### src/decode_pkg.sv
package decode_pkg;

    // ==============================
    // widths and fixed registers
    // ==============================
    localparam int word_w     = 32;
    localparam int reg_addr_w = 5;

    localparam logic [reg_addr_w-1:0] link_reg = 5'd1; // bl return address

    // 12-bit-immediate group, inst[31:22]
    localparam logic [9:0] op10_slti  = 10'b0000001000;
    localparam logic [9:0] op10_sltui = 10'b0000001001;
    localparam logic [9:0] op10_addiw = 10'b0000001010;
    localparam logic [9:0] op10_andi  = 10'b0000001101;
    localparam logic [9:0] op10_ori   = 10'b0000001110;
    localparam logic [9:0] op10_xori  = 10'b0000001111;
    localparam logic [9:0] op10_ldb   = 10'b0010100000;
    localparam logic [9:0] op10_ldh   = 10'b0010100001;
    localparam logic [9:0] op10_ldw   = 10'b0010100010;
    localparam logic [9:0] op10_stb   = 10'b0010100100;
    localparam logic [9:0] op10_sth   = 10'b0010100101;
    localparam logic [9:0] op10_stw   = 10'b0010100110;
    localparam logic [9:0] op10_ldbu  = 10'b0010101000;
    localparam logic [9:0] op10_ldhu  = 10'b0010101001;

    // register group, inst[31:15]
    localparam logic [16:0] op17_addw    = 17'h00020;
    localparam logic [16:0] op17_subw    = 17'h00022;
    localparam logic [16:0] op17_slt     = 17'h00024;
    localparam logic [16:0] op17_sltu    = 17'h00025;
    localparam logic [16:0] op17_nor     = 17'h00028;
    localparam logic [16:0] op17_and     = 17'h00029;
    localparam logic [16:0] op17_or      = 17'h0002a;
    localparam logic [16:0] op17_xor     = 17'h0002b;
    localparam logic [16:0] op17_sllw    = 17'h0002e;
    localparam logic [16:0] op17_srlw    = 17'h0002f;
    localparam logic [16:0] op17_sraw    = 17'h00030;
    localparam logic [16:0] op17_mulw    = 17'h00038;
    localparam logic [16:0] op17_mulhw   = 17'h00039;
    localparam logic [16:0] op17_mulhwu  = 17'h0003a;
    localparam logic [16:0] op17_divw    = 17'h00040;
    localparam logic [16:0] op17_modw    = 17'h00041;
    localparam logic [16:0] op17_divwu   = 17'h00042;
    localparam logic [16:0] op17_modwu   = 17'h00043;
    localparam logic [16:0] op17_break   = 17'h00054;
    localparam logic [16:0] op17_syscall = 17'h00056;
    localparam logic [16:0] op17_slliw   = 17'h00081;
    localparam logic [16:0] op17_srliw   = 17'h00089;
    localparam logic [16:0] op17_sraiw   = 17'h00091;

    localparam logic [6:0] op7_lu12iw    = 7'b0001010; // inst[31:25]
    localparam logic [6:0] op7_pcaddu12i = 7'b0001110;

    // branches and jumps, inst[31:26]
    localparam logic [5:0] op6_jirl = 6'b010011;
    localparam logic [5:0] op6_b    = 6'b010100;
    localparam logic [5:0] op6_bl   = 6'b010101;
    localparam logic [5:0] op6_beq  = 6'b010110;
    localparam logic [5:0] op6_bne  = 6'b010111;
    localparam logic [5:0] op6_blt  = 6'b011000;
    localparam logic [5:0] op6_bge  = 6'b011001;
    localparam logic [5:0] op6_bltu = 6'b011010;
    localparam logic [5:0] op6_bgeu = 6'b011011;

    // ==============================
    // enums and bundles
    // ==============================
    typedef enum logic [7:0] {
        alu_nop, alu_slti, alu_sltui, alu_addiw, alu_andi, alu_ori, alu_xori,
        alu_ldb, alu_ldh, alu_ldw, alu_ldbu, alu_ldhu, alu_stb, alu_sth, alu_stw,
        alu_addw, alu_subw, alu_slt, alu_sltu, alu_nor, alu_and, alu_or, alu_xor,
        alu_sllw, alu_srlw, alu_sraw, alu_mulw, alu_mulhw, alu_mulhwu,
        alu_divw, alu_modw, alu_divwu, alu_modwu, alu_slliw, alu_srliw, alu_sraiw,
        alu_break, alu_syscall, alu_lu12i, alu_pcaddu12i,
        alu_beq, alu_bne, alu_blt, alu_bge, alu_bltu, alu_bgeu, alu_b, alu_bl, alu_jirl
    } alu_op_e;

    typedef enum logic [2:0] {
        sel_nop, sel_logic, sel_shift, sel_arith, sel_load_store, sel_jump_branch
    } alu_sel_e;

    typedef enum logic [5:0] {
        exc_none = 6'h00,
        exc_pif  = 6'h03, // fetch page invalid
        exc_adef = 6'h08, // fetch address error
        exc_sys  = 6'h0b,
        exc_brk  = 6'h0c,
        exc_ine  = 6'h0d
    } exc_cause_e;

    typedef struct packed {
        logic [word_w-1:0] pc;
        logic [word_w-1:0] inst;
        logic              fetch_exc;
        exc_cause_e        fetch_cause;
    } fetch_t;

    typedef struct packed {
        logic [word_w-1:0]     pc;
        alu_op_e               aluop;
        alu_sel_e              alusel;
        logic                  rd_en_a;
        logic [reg_addr_w-1:0] rd_addr_a;
        logic                  rd_en_b;
        logic [reg_addr_w-1:0] rd_addr_b;
        logic                  wr_en;
        logic [reg_addr_w-1:0] wr_addr;
        logic [word_w-1:0]     imm;
        logic                  inst_valid;
        logic                  exc;
        exc_cause_e            exc_cause;
    } dec_t;

    // ==============================
    // field helpers
    // ==============================
    function automatic logic [reg_addr_w-1:0] rj_of(input logic [word_w-1:0] inst);
        return inst[9:5];
    endfunction

    function automatic logic [reg_addr_w-1:0] rk_of(input logic [word_w-1:0] inst);
        return inst[14:10];
    endfunction

    function automatic logic [reg_addr_w-1:0] rd_of(input logic [word_w-1:0] inst);
        return inst[4:0];
    endfunction

    function automatic logic [word_w-1:0] si12_sext(input logic [word_w-1:0] inst);
        return {{20{inst[21]}}, inst[21:10]};
    endfunction

    function automatic logic [word_w-1:0] ui12_zext(input logic [word_w-1:0] inst);
        return {20'b0, inst[21:10]};
    endfunction

    function automatic logic [word_w-1:0] si20_hi(input logic [word_w-1:0] inst);
        return {inst[24:5], 12'b0};
    endfunction

    function automatic logic [word_w-1:0] ui5_zext(input logic [word_w-1:0] inst);
        return {27'b0, inst[14:10]};
    endfunction

    // bundle for a word that no group claims
    function automatic dec_t dec_idle(input fetch_t f);
        dec_t d;
        d.pc         = f.pc;
        d.aluop      = alu_nop;
        d.alusel     = sel_nop;
        d.rd_en_a    = 1'b0;
        d.rd_addr_a  = rj_of(f.inst);
        d.rd_en_b    = 1'b0;
        d.rd_addr_b  = rk_of(f.inst);
        d.wr_en      = 1'b0;
        d.wr_addr    = '0;
        d.imm        = '0;
        d.inst_valid = 1'b0;
        d.exc        = 1'b0;
        d.exc_cause  = exc_none;
        return d;
    endfunction

endpackage

### src/branch_group_decoder.sv
`timescale 1ns/10ps

module branch_group_decoder
    import decode_pkg::*;
(
    input  fetch_t fetch_i,
    output logic   hit_o,
    output dec_t   dec_o
);

    logic [6:0] op7;
    logic [5:0] op6;
    alu_op_e    aluop;

    assign op7   = fetch_i.inst[31:25];
    assign op6   = fetch_i.inst[31:26];
    assign hit_o = aluop != alu_nop;

    always_comb begin
        aluop = alu_nop;
        if (op7 == op7_lu12iw) begin
            aluop = alu_lu12i;
        end else if (op7 == op7_pcaddu12i) begin
            aluop = alu_pcaddu12i;
        end else begin
            case (op6)
                op6_beq:  aluop = alu_beq;
                op6_bne:  aluop = alu_bne;
                op6_blt:  aluop = alu_blt;
                op6_bge:  aluop = alu_bge;
                op6_bltu: aluop = alu_bltu;
                op6_bgeu: aluop = alu_bgeu;
                op6_b:    aluop = alu_b;
                op6_bl:   aluop = alu_bl;
                op6_jirl: aluop = alu_jirl;
                default:  aluop = alu_nop;
            endcase
        end
    end

    always_comb begin
        dec_o = dec_idle(fetch_i);
        if (hit_o) begin
            dec_o.aluop      = aluop;
            dec_o.alusel     = sel_jump_branch;
            dec_o.inst_valid = 1'b1;
            case (aluop)
                alu_lu12i: begin
                    dec_o.alusel    = sel_logic;
                    dec_o.rd_en_a   = 1'b1;
                    dec_o.rd_addr_a = '0; // r0 | imm
                    dec_o.wr_en     = 1'b1;
                    dec_o.wr_addr   = rd_of(fetch_i.inst);
                    dec_o.imm       = si20_hi(fetch_i.inst);
                end
                alu_pcaddu12i: begin
                    dec_o.alusel  = sel_arith;
                    dec_o.rd_en_a = 1'b1;
                    dec_o.wr_en   = 1'b1;
                    dec_o.wr_addr = rd_of(fetch_i.inst);
                    dec_o.imm     = si20_hi(fetch_i.inst);
                end
                alu_b: begin
                end
                alu_bl: begin
                    dec_o.wr_en   = 1'b1;
                    dec_o.wr_addr = link_reg;
                end
                alu_jirl: begin
                    dec_o.rd_en_a = 1'b1;
                    dec_o.wr_en   = 1'b1;
                    dec_o.wr_addr = rd_of(fetch_i.inst);
                end
                default: begin
                    dec_o.rd_en_a   = 1'b1; // compare rj with rd
                    dec_o.rd_en_b   = 1'b1;
                    dec_o.rd_addr_b = rd_of(fetch_i.inst);
                end
            endcase
        end
    end

endmodule

### src/id_stage.sv
`timescale 1ns/10ps

module id_stage
    import decode_pkg::*;
(
    input  logic   clk,
    input  logic   reset_i,
    input  logic   in_valid_i,
    input  fetch_t in_data_i,
    output logic   in_ready_o,
    output logic   out_valid_o,
    output dec_t   out_data_o,
    input  logic   out_ready_i
);

    fetch_t fetch_q;
    logic   fetch_valid;
    logic   dec_ready;
    logic   imm_hit;
    logic   reg_hit;
    logic   br_hit;
    logic   any_hit;
    dec_t   imm_dec;
    dec_t   reg_dec;
    dec_t   br_dec;
    dec_t   merged;

    stage_reg #(
        .payload_t(fetch_t)
    ) u_fetch_reg (
        .clk    (clk),
        .reset_i(reset_i),
        .valid_i(in_valid_i),
        .data_i (in_data_i),
        .ready_o(in_ready_o),
        .valid_o(fetch_valid),
        .data_o (fetch_q),
        .ready_i(dec_ready)
    );

    imm_group_decoder u_imm_dec (
        .fetch_i(fetch_q),
        .hit_o  (imm_hit),
        .dec_o  (imm_dec)
    );

    reg_group_decoder u_reg_dec (
        .fetch_i(fetch_q),
        .hit_o  (reg_hit),
        .dec_o  (reg_dec)
    );

    branch_group_decoder u_br_dec (
        .fetch_i(fetch_q),
        .hit_o  (br_hit),
        .dec_o  (br_dec)
    );

    // ==============================
    // merge and exception priority
    // ==============================
    assign any_hit = imm_hit || reg_hit || br_hit;

    always_comb begin
        if (imm_hit) begin
            merged = imm_dec;
        end else if (reg_hit) begin
            merged = reg_dec;
        end else if (br_hit) begin
            merged = br_dec;
        end else begin
            merged = dec_idle(fetch_q);
        end

        if (fetch_q.fetch_exc) begin
            merged.exc       = 1'b1; // fetch fault wins
            merged.exc_cause = fetch_q.fetch_cause;
        end else if (!merged.exc && !any_hit && fetch_q.inst != '0) begin
            merged.exc       = 1'b1;
            merged.exc_cause = exc_ine;
        end
    end

    stage_reg #(
        .payload_t(dec_t)
    ) u_dec_reg (
        .clk    (clk),
        .reset_i(reset_i),
        .valid_i(fetch_valid),
        .data_i (merged),
        .ready_o(dec_ready),
        .valid_o(out_valid_o),
        .data_o (out_data_o),
        .ready_i(out_ready_i)
    );

    // opcode spaces of the three groups are disjoint
    a_one_hit: assert property (
        @(posedge clk) disable iff (reset_i)
        fetch_valid |-> $onehot0({imm_hit, reg_hit, br_hit})
    );

endmodule

### src/imm_group_decoder.sv
`timescale 1ns/10ps

module imm_group_decoder
    import decode_pkg::*;
(
    input  fetch_t fetch_i,
    output logic   hit_o,
    output dec_t   dec_o
);

    logic [9:0] op10;
    alu_op_e    aluop;
    logic       is_store;

    assign op10  = fetch_i.inst[31:22];
    assign hit_o = aluop != alu_nop;

    always_comb begin
        aluop = alu_nop;
        case (op10)
            op10_slti:  aluop = alu_slti;
            op10_sltui: aluop = alu_sltui;
            op10_addiw: aluop = alu_addiw;
            op10_andi:  aluop = alu_andi;
            op10_ori:   aluop = alu_ori;
            op10_xori:  aluop = alu_xori;
            op10_ldb:   aluop = alu_ldb;
            op10_ldh:   aluop = alu_ldh;
            op10_ldw:   aluop = alu_ldw;
            op10_ldbu:  aluop = alu_ldbu;
            op10_ldhu:  aluop = alu_ldhu;
            op10_stb:   aluop = alu_stb;
            op10_sth:   aluop = alu_sth;
            op10_stw:   aluop = alu_stw;
            default:    aluop = alu_nop;
        endcase
    end

    assign is_store = aluop inside {alu_stb, alu_sth, alu_stw};

    always_comb begin
        dec_o = dec_idle(fetch_i);
        if (hit_o) begin
            dec_o.aluop      = aluop;
            dec_o.rd_en_a    = 1'b1; // base or source in rj
            dec_o.inst_valid = 1'b1;
            dec_o.imm        = si12_sext(fetch_i.inst);
            case (aluop)
                alu_slti, alu_sltui: begin
                    dec_o.alusel = sel_shift; // compare lives beside the shifter
                end
                alu_addiw: begin
                    dec_o.alusel = sel_arith;
                end
                alu_andi, alu_ori, alu_xori: begin
                    dec_o.alusel = sel_logic;
                    dec_o.imm    = ui12_zext(fetch_i.inst);
                end
                default: begin
                    dec_o.alusel = sel_load_store;
                end
            endcase
            if (is_store) begin
                dec_o.rd_en_b   = 1'b1;
                dec_o.rd_addr_b = rd_of(fetch_i.inst); // store data
            end else begin
                dec_o.wr_en   = 1'b1;
                dec_o.wr_addr = rd_of(fetch_i.inst);
            end
        end
    end

endmodule

### src/reg_group_decoder.sv
`timescale 1ns/10ps

module reg_group_decoder
    import decode_pkg::*;
(
    input  fetch_t fetch_i,
    output logic   hit_o,
    output dec_t   dec_o
);

    logic [16:0] op17;
    alu_op_e     aluop;

    assign op17  = fetch_i.inst[31:15];
    assign hit_o = aluop != alu_nop;

    always_comb begin
        aluop = alu_nop;
        case (op17)
            op17_addw:    aluop = alu_addw;
            op17_subw:    aluop = alu_subw;
            op17_slt:     aluop = alu_slt;
            op17_sltu:    aluop = alu_sltu;
            op17_nor:     aluop = alu_nor;
            op17_and:     aluop = alu_and;
            op17_or:      aluop = alu_or;
            op17_xor:     aluop = alu_xor;
            op17_sllw:    aluop = alu_sllw;
            op17_srlw:    aluop = alu_srlw;
            op17_sraw:    aluop = alu_sraw;
            op17_mulw:    aluop = alu_mulw;
            op17_mulhw:   aluop = alu_mulhw;
            op17_mulhwu:  aluop = alu_mulhwu;
            op17_divw:    aluop = alu_divw;
            op17_modw:    aluop = alu_modw;
            op17_divwu:   aluop = alu_divwu;
            op17_modwu:   aluop = alu_modwu;
            op17_slliw:   aluop = alu_slliw;
            op17_srliw:   aluop = alu_srliw;
            op17_sraiw:   aluop = alu_sraiw;
            op17_break:   aluop = alu_break;
            op17_syscall: aluop = alu_syscall;
            default:      aluop = alu_nop;
        endcase
    end

    always_comb begin
        dec_o = dec_idle(fetch_i);
        if (hit_o) begin
            dec_o.aluop      = aluop;
            dec_o.inst_valid = 1'b1;
            case (aluop)
                alu_break, alu_syscall: begin
                    dec_o.exc       = 1'b1; // trap, no register traffic
                    dec_o.exc_cause = (aluop == alu_break) ? exc_brk : exc_sys;
                end
                alu_slliw, alu_srliw, alu_sraiw: begin
                    dec_o.alusel  = sel_shift;
                    dec_o.rd_en_a = 1'b1;
                    dec_o.wr_en   = 1'b1;
                    dec_o.wr_addr = rd_of(fetch_i.inst);
                    dec_o.imm     = ui5_zext(fetch_i.inst); // shift amount
                end
                default: begin
                    // rd = rj op rk
                    if (aluop inside {alu_nor, alu_and, alu_or, alu_xor}) begin
                        dec_o.alusel = sel_logic;
                    end else if (aluop inside {alu_sllw, alu_srlw, alu_sraw}) begin
                        dec_o.alusel = sel_shift;
                    end else begin
                        dec_o.alusel = sel_arith;
                    end
                    dec_o.rd_en_a = 1'b1;
                    dec_o.rd_en_b = 1'b1;
                    dec_o.wr_en   = 1'b1;
                    dec_o.wr_addr = rd_of(fetch_i.inst);
                end
            endcase
        end
    end

endmodule

### src/stage_reg.sv
`timescale 1ns/10ps

module stage_reg #(
    parameter type payload_t = logic
) (
    input  logic     clk,
    input  logic     reset_i,
    input  logic     valid_i,
    input  payload_t data_i,
    output logic     ready_o,
    output logic     valid_o,
    output payload_t data_o,
    input  logic     ready_i
);

    logic     valid_q;
    payload_t data_q;

    // empty, or the entry leaves this cycle
    assign ready_o = !valid_q || ready_i;
    assign valid_o = valid_q;
    assign data_o  = data_q;

    always_ff @(posedge clk) begin
        if (reset_i) begin
            valid_q <= 1'b0;
        end else if (ready_o) begin
            valid_q <= valid_i;
        end
    end

    always_ff @(posedge clk) begin
        if (valid_i && ready_o) begin
            data_q <= data_i;
        end
    end

    // ==============================
    // checks
    // ==============================
    a_hold_stalled: assert property (
        @(posedge clk) disable iff (reset_i)
        (valid_o && !ready_i) |=> (valid_o && $stable(data_o))
    );

    a_empty_after_reset: assert property (
        @(posedge clk) reset_i |=> !valid_o
    );

endmodule

### config.mk
export PLATFORM = sky130hd
export DESIGN_NAME = id_stage
export DESIGN_NICKNAME = d
export VERILOG_FILES = /design/src/decode_pkg.sv /design/src/branch_group_decoder.sv /design/src/id_stage.sv /design/src/imm_group_decoder.sv /design/src/reg_group_decoder.sv /design/src/stage_reg.sv
export SDC_FILE = /design/constraint.sdc
export NUM_CORES = 1
export LEC_CHECK = 0
export BUFFER_PORTS_ARGS = -buffer_cell sky130_fd_sc_hd__buf_2
export CAP_MARGIN = 30
export CORE_ASPECT_RATIO = 0.8
export CORE_MARGIN = 2
export CORE_UTILIZATION = 58
export DETAILED_ROUTE_END_ITERATION = 12
export GPL_TIMING_DRIVEN = 0
export HOLD_SLACK_MARGIN = 0.05
export PLACE_DENSITY = 0.85
export SLEW_MARGIN = 20
export SYNTH_ARGS = -nofsm -noshare
export SYNTH_HDL_FRONTEND = slang
export SYNTH_SLANG_ARGS = --single-unit
### constraint.sdc
create_clock -name clk -period 17.55 [get_ports clk]
set_clock_uncertainty 0.05 [all_clocks]
set_input_delay 2.6325 -clock clk [delete_from_list [all_inputs] [get_ports clk]]
set_output_delay 2.6325 -clock clk [all_outputs]
set_load 0.01 [all_outputs]
==> summary.txt <==
Logic synthesis
  • Post-synth EDFFs: 170
  • Post-synth top area cell: edfxtp_1
  • Post-synthesis register bit count: 178
  • FFs w/ async S/R, synth: 0%
  • Yosys top cell area share: 68.44%
  • Mean Syn Cell Area: 14.74 µm²
  • Syn Inst Count: 506
  • Sequential area share after synthesis: a little over two thirds
  • Cell area after synthesis: 7458 µm²
  • Dominant synthesized flop cell: edfxtp_1
  • Ranking of synthesized cells by area: edfxtp_1, dfxtp_1, a21o_1
  • Post-synth cell types: 77
  • Synth warnings: 0

Die
  • I/O pin count: about 180
  • Die ar.: 13,790 µm²
  • Starting Density: about three fifths
  • Chip height: around 110 µm
  • Core box area: 12,680 µm²
  • Row cnt: 37
  • Die W: approximately 130 µm

Routing
  • Vias/cell: roughly 5.8
  • Vias: 5,193
  • 1st-pass router iterations: 4
  • Iteration-0 DRC Markers: 534
  • Remaining DRCs: 0
  • Post-Route WL: roughly 17,000 µm
  • Final ANT Viol Nets: 0
  • Routed wire per std cell: 19.18 µm

Critical path
  • Worst Setup Start Kind: primary input
  • Critical path data required time: 14,870 ps
  • Reg2Reg Setup Slack: approximately 14,000 ps
  • Critical path peak fanout: 4
  • R2R cell count: 8
  • CP Capture Type: output pin
  • Crit path DAT: 3310 ps
  • Crit Path Category: primary input to output pin
  • Worst R2R Start: u_fetch_reg.data_o[29]
  • FF-to-FF End: u_dec_reg.data_o[50]

Power and ir drop
  • Leak: 0.003703 µW
  • Worst VDD drop: ~0.068 mV
  • Power per cell area: between 100 and 150 nW/µm²

STA
  • Period utilisation layout: 34.15%
  • Sum Neg Setup Slack: 0 ps
  • Final Hold Viols: 0
  • RSZ-0062 raised after global routing: false
  • Minimum clock period: 5994 ps
  • Hold Slack: roughly 370 ps
  • # setup viols final: 0
  • Max-slew headroom: 54.39%
  • Fmax: 166.8 MHz
  • Final WS setup: 11,560 ps
  • Slew @ Worst Pin: 677.9 ps
  • Final Slew Violations: 0

GRT
  • Initial antenna violation count: 0
  • GRT overflow: 0
  • Total track usage: 25.56%
  • Vias in the first global route: 4,812
  • First-pass GRT wire length: around 26,000 µm
  • Largest net degree at the start of global routing: 55

Cells and area
  • N_diodes: 0
  • Share of cells above drive strength 1: approximately 37%
  • Most frequent cells in the layout: buf_2, edfxtp_1, nand2_1
  • Final cell count without fillers: between 800 and 900
  • Synthesis-to-layout area growth: 24.39%
  • Total Nets Final: 780
  • Post-route cell area: 9278 µm²
  • Commonest non-fill, non-tap cell in the layout: buf_2

Clock network
  • Post-CTS setup buffers: 0
  • H-tree levels: 4
  • Reg clk slew, reported paths: 70 ps
  • Clock latency on the worst-skew pair: ~420 ps
  • Post_cts resized: 0
  • Clk root buf: clkbuf_16
  • CTS tree: done
  • Total CTS buffers: 17
  • Clock Sinks: between 150 and 200
  • Max clock buf depth: 2
  • Cts hold-fix bufs: 0

Min path
  • Hold Crit Class: register to register
  • Hold path endpoint: u_dec_reg.data_o[97]
  • Hold depth: 0
  • HP Start: u_fetch_reg.data_o[67]

Place
  • Place WS: 11,560 ps
  • Placed inst area: 8655 µm²
  • DP HPWL: about 12,000 µm
  • Routability cong.: between 0.9 and 1
  • PortBufs: 175
  • DP Cell Count: 861

Outcome
  • Status: finished clean

Run
  • Max Cap Violations: 0
[critical path, stage by stage]
cell and delay, ps:
buf_2 100, nor2b_1 310, nand2_1 120, buf_2 150
[cell usage after synthesis, drive strengths merged (4+ instances only)]
| library cell | n |
|---|---|
| inv | 11 |
| a211oi | 6 |
| nor4 | 10 |
| a31oi | 5 |
| or3 | 4 |
| nand3 | 6 |
| xnor2 | 4 |
| and3 | 9 |
| edfxtp | 170 |
| mux2 | 5 |
| nand2 | 31 |
| and2 | 16 |
| nor2 | 24 |
| o21ai | 15 |
| nand4 | 10 |
| a21oi | 21 |
| nand4b | 4 |
| nor3 | 10 |
| nor2b | 15 |
| clkbuf | 5 |
| nand2b | 4 |
| a21o | 21 |
| buf | 23 |
| dfxtp | 8 |
| nor3b | 9 |
[registers in the layout, summed over array words and instances, names as in the netlist, named ones only]
register	flops
u_dec_reg.data_o	99
u_fetch_reg.data_o	71
u_dec_reg.valid_o	1
u_fetch_reg.valid_o	1
[layer usage]
metal	vias to the layer above	part of all wire (%)	GRT usage [%]
met3	31	8.2	5.990
met4	0	2.3	8.739
met2	292	49	40.10
li1	2362	-	-
met1	2508	41	35.51
met5	-	0	0
[how the worst max path moves through the flow]
stage | start | end
2_1_floorplan | out_ready_i | u_dec_reg.data_o[0]
3_3_place_gp | out_ready_i | u_dec_reg.data_o[31]
3_5_place_dp | out_ready_i | in_ready_o
4_1_cts | out_ready_i | in_ready_o
5_1_grt | out_ready_i | in_ready_o
6_report | out_ready_i | in_ready_o
[cells by family after synthesis]
logic type	synth area share (%)
XOR/XNOR	0.8220
flip-flops	70.59
buffers and inverters	2.584
AND/OR/NAND/NOR	14.14
AO/OA/AOI/OAI	10.67
other	0.05028
multiplexers	1.141
[area by class of cell]
class,count,area (µm²)
buffer,28,151.4
clock buffer,17,425.4
clock inverter,15,197.7
fill,839,3407
inverter,11,43.79
multi-input combinational,290,2012
sequential,178,5265
tap,175,219.0
timing repair buffer,179,963.4
[power by group]
group          leakage [µW]  total [µW]  internal, µW  switching, µW
Combinational       0.00174        78.2          31.7           46.5
Sequential          0.00166         501           492           9.43
Clock              0.000302         394           229            166
Total               0.00370         974           752            222
[metrics by stage]
| stage | total power [µW] | util [%] |
|---|---|---|
| after floorplan | 552.9 | - |
| after global placement | 583.2 | 67.46 |
| after detailed placement | 586.6 | 68.23 |
| after CTS | 978.9 | 73.14 |
| after global routing | 1004 | 73.14 |
| final | 973.8 | 73.14 |
(Power assumes the default switching activity.)
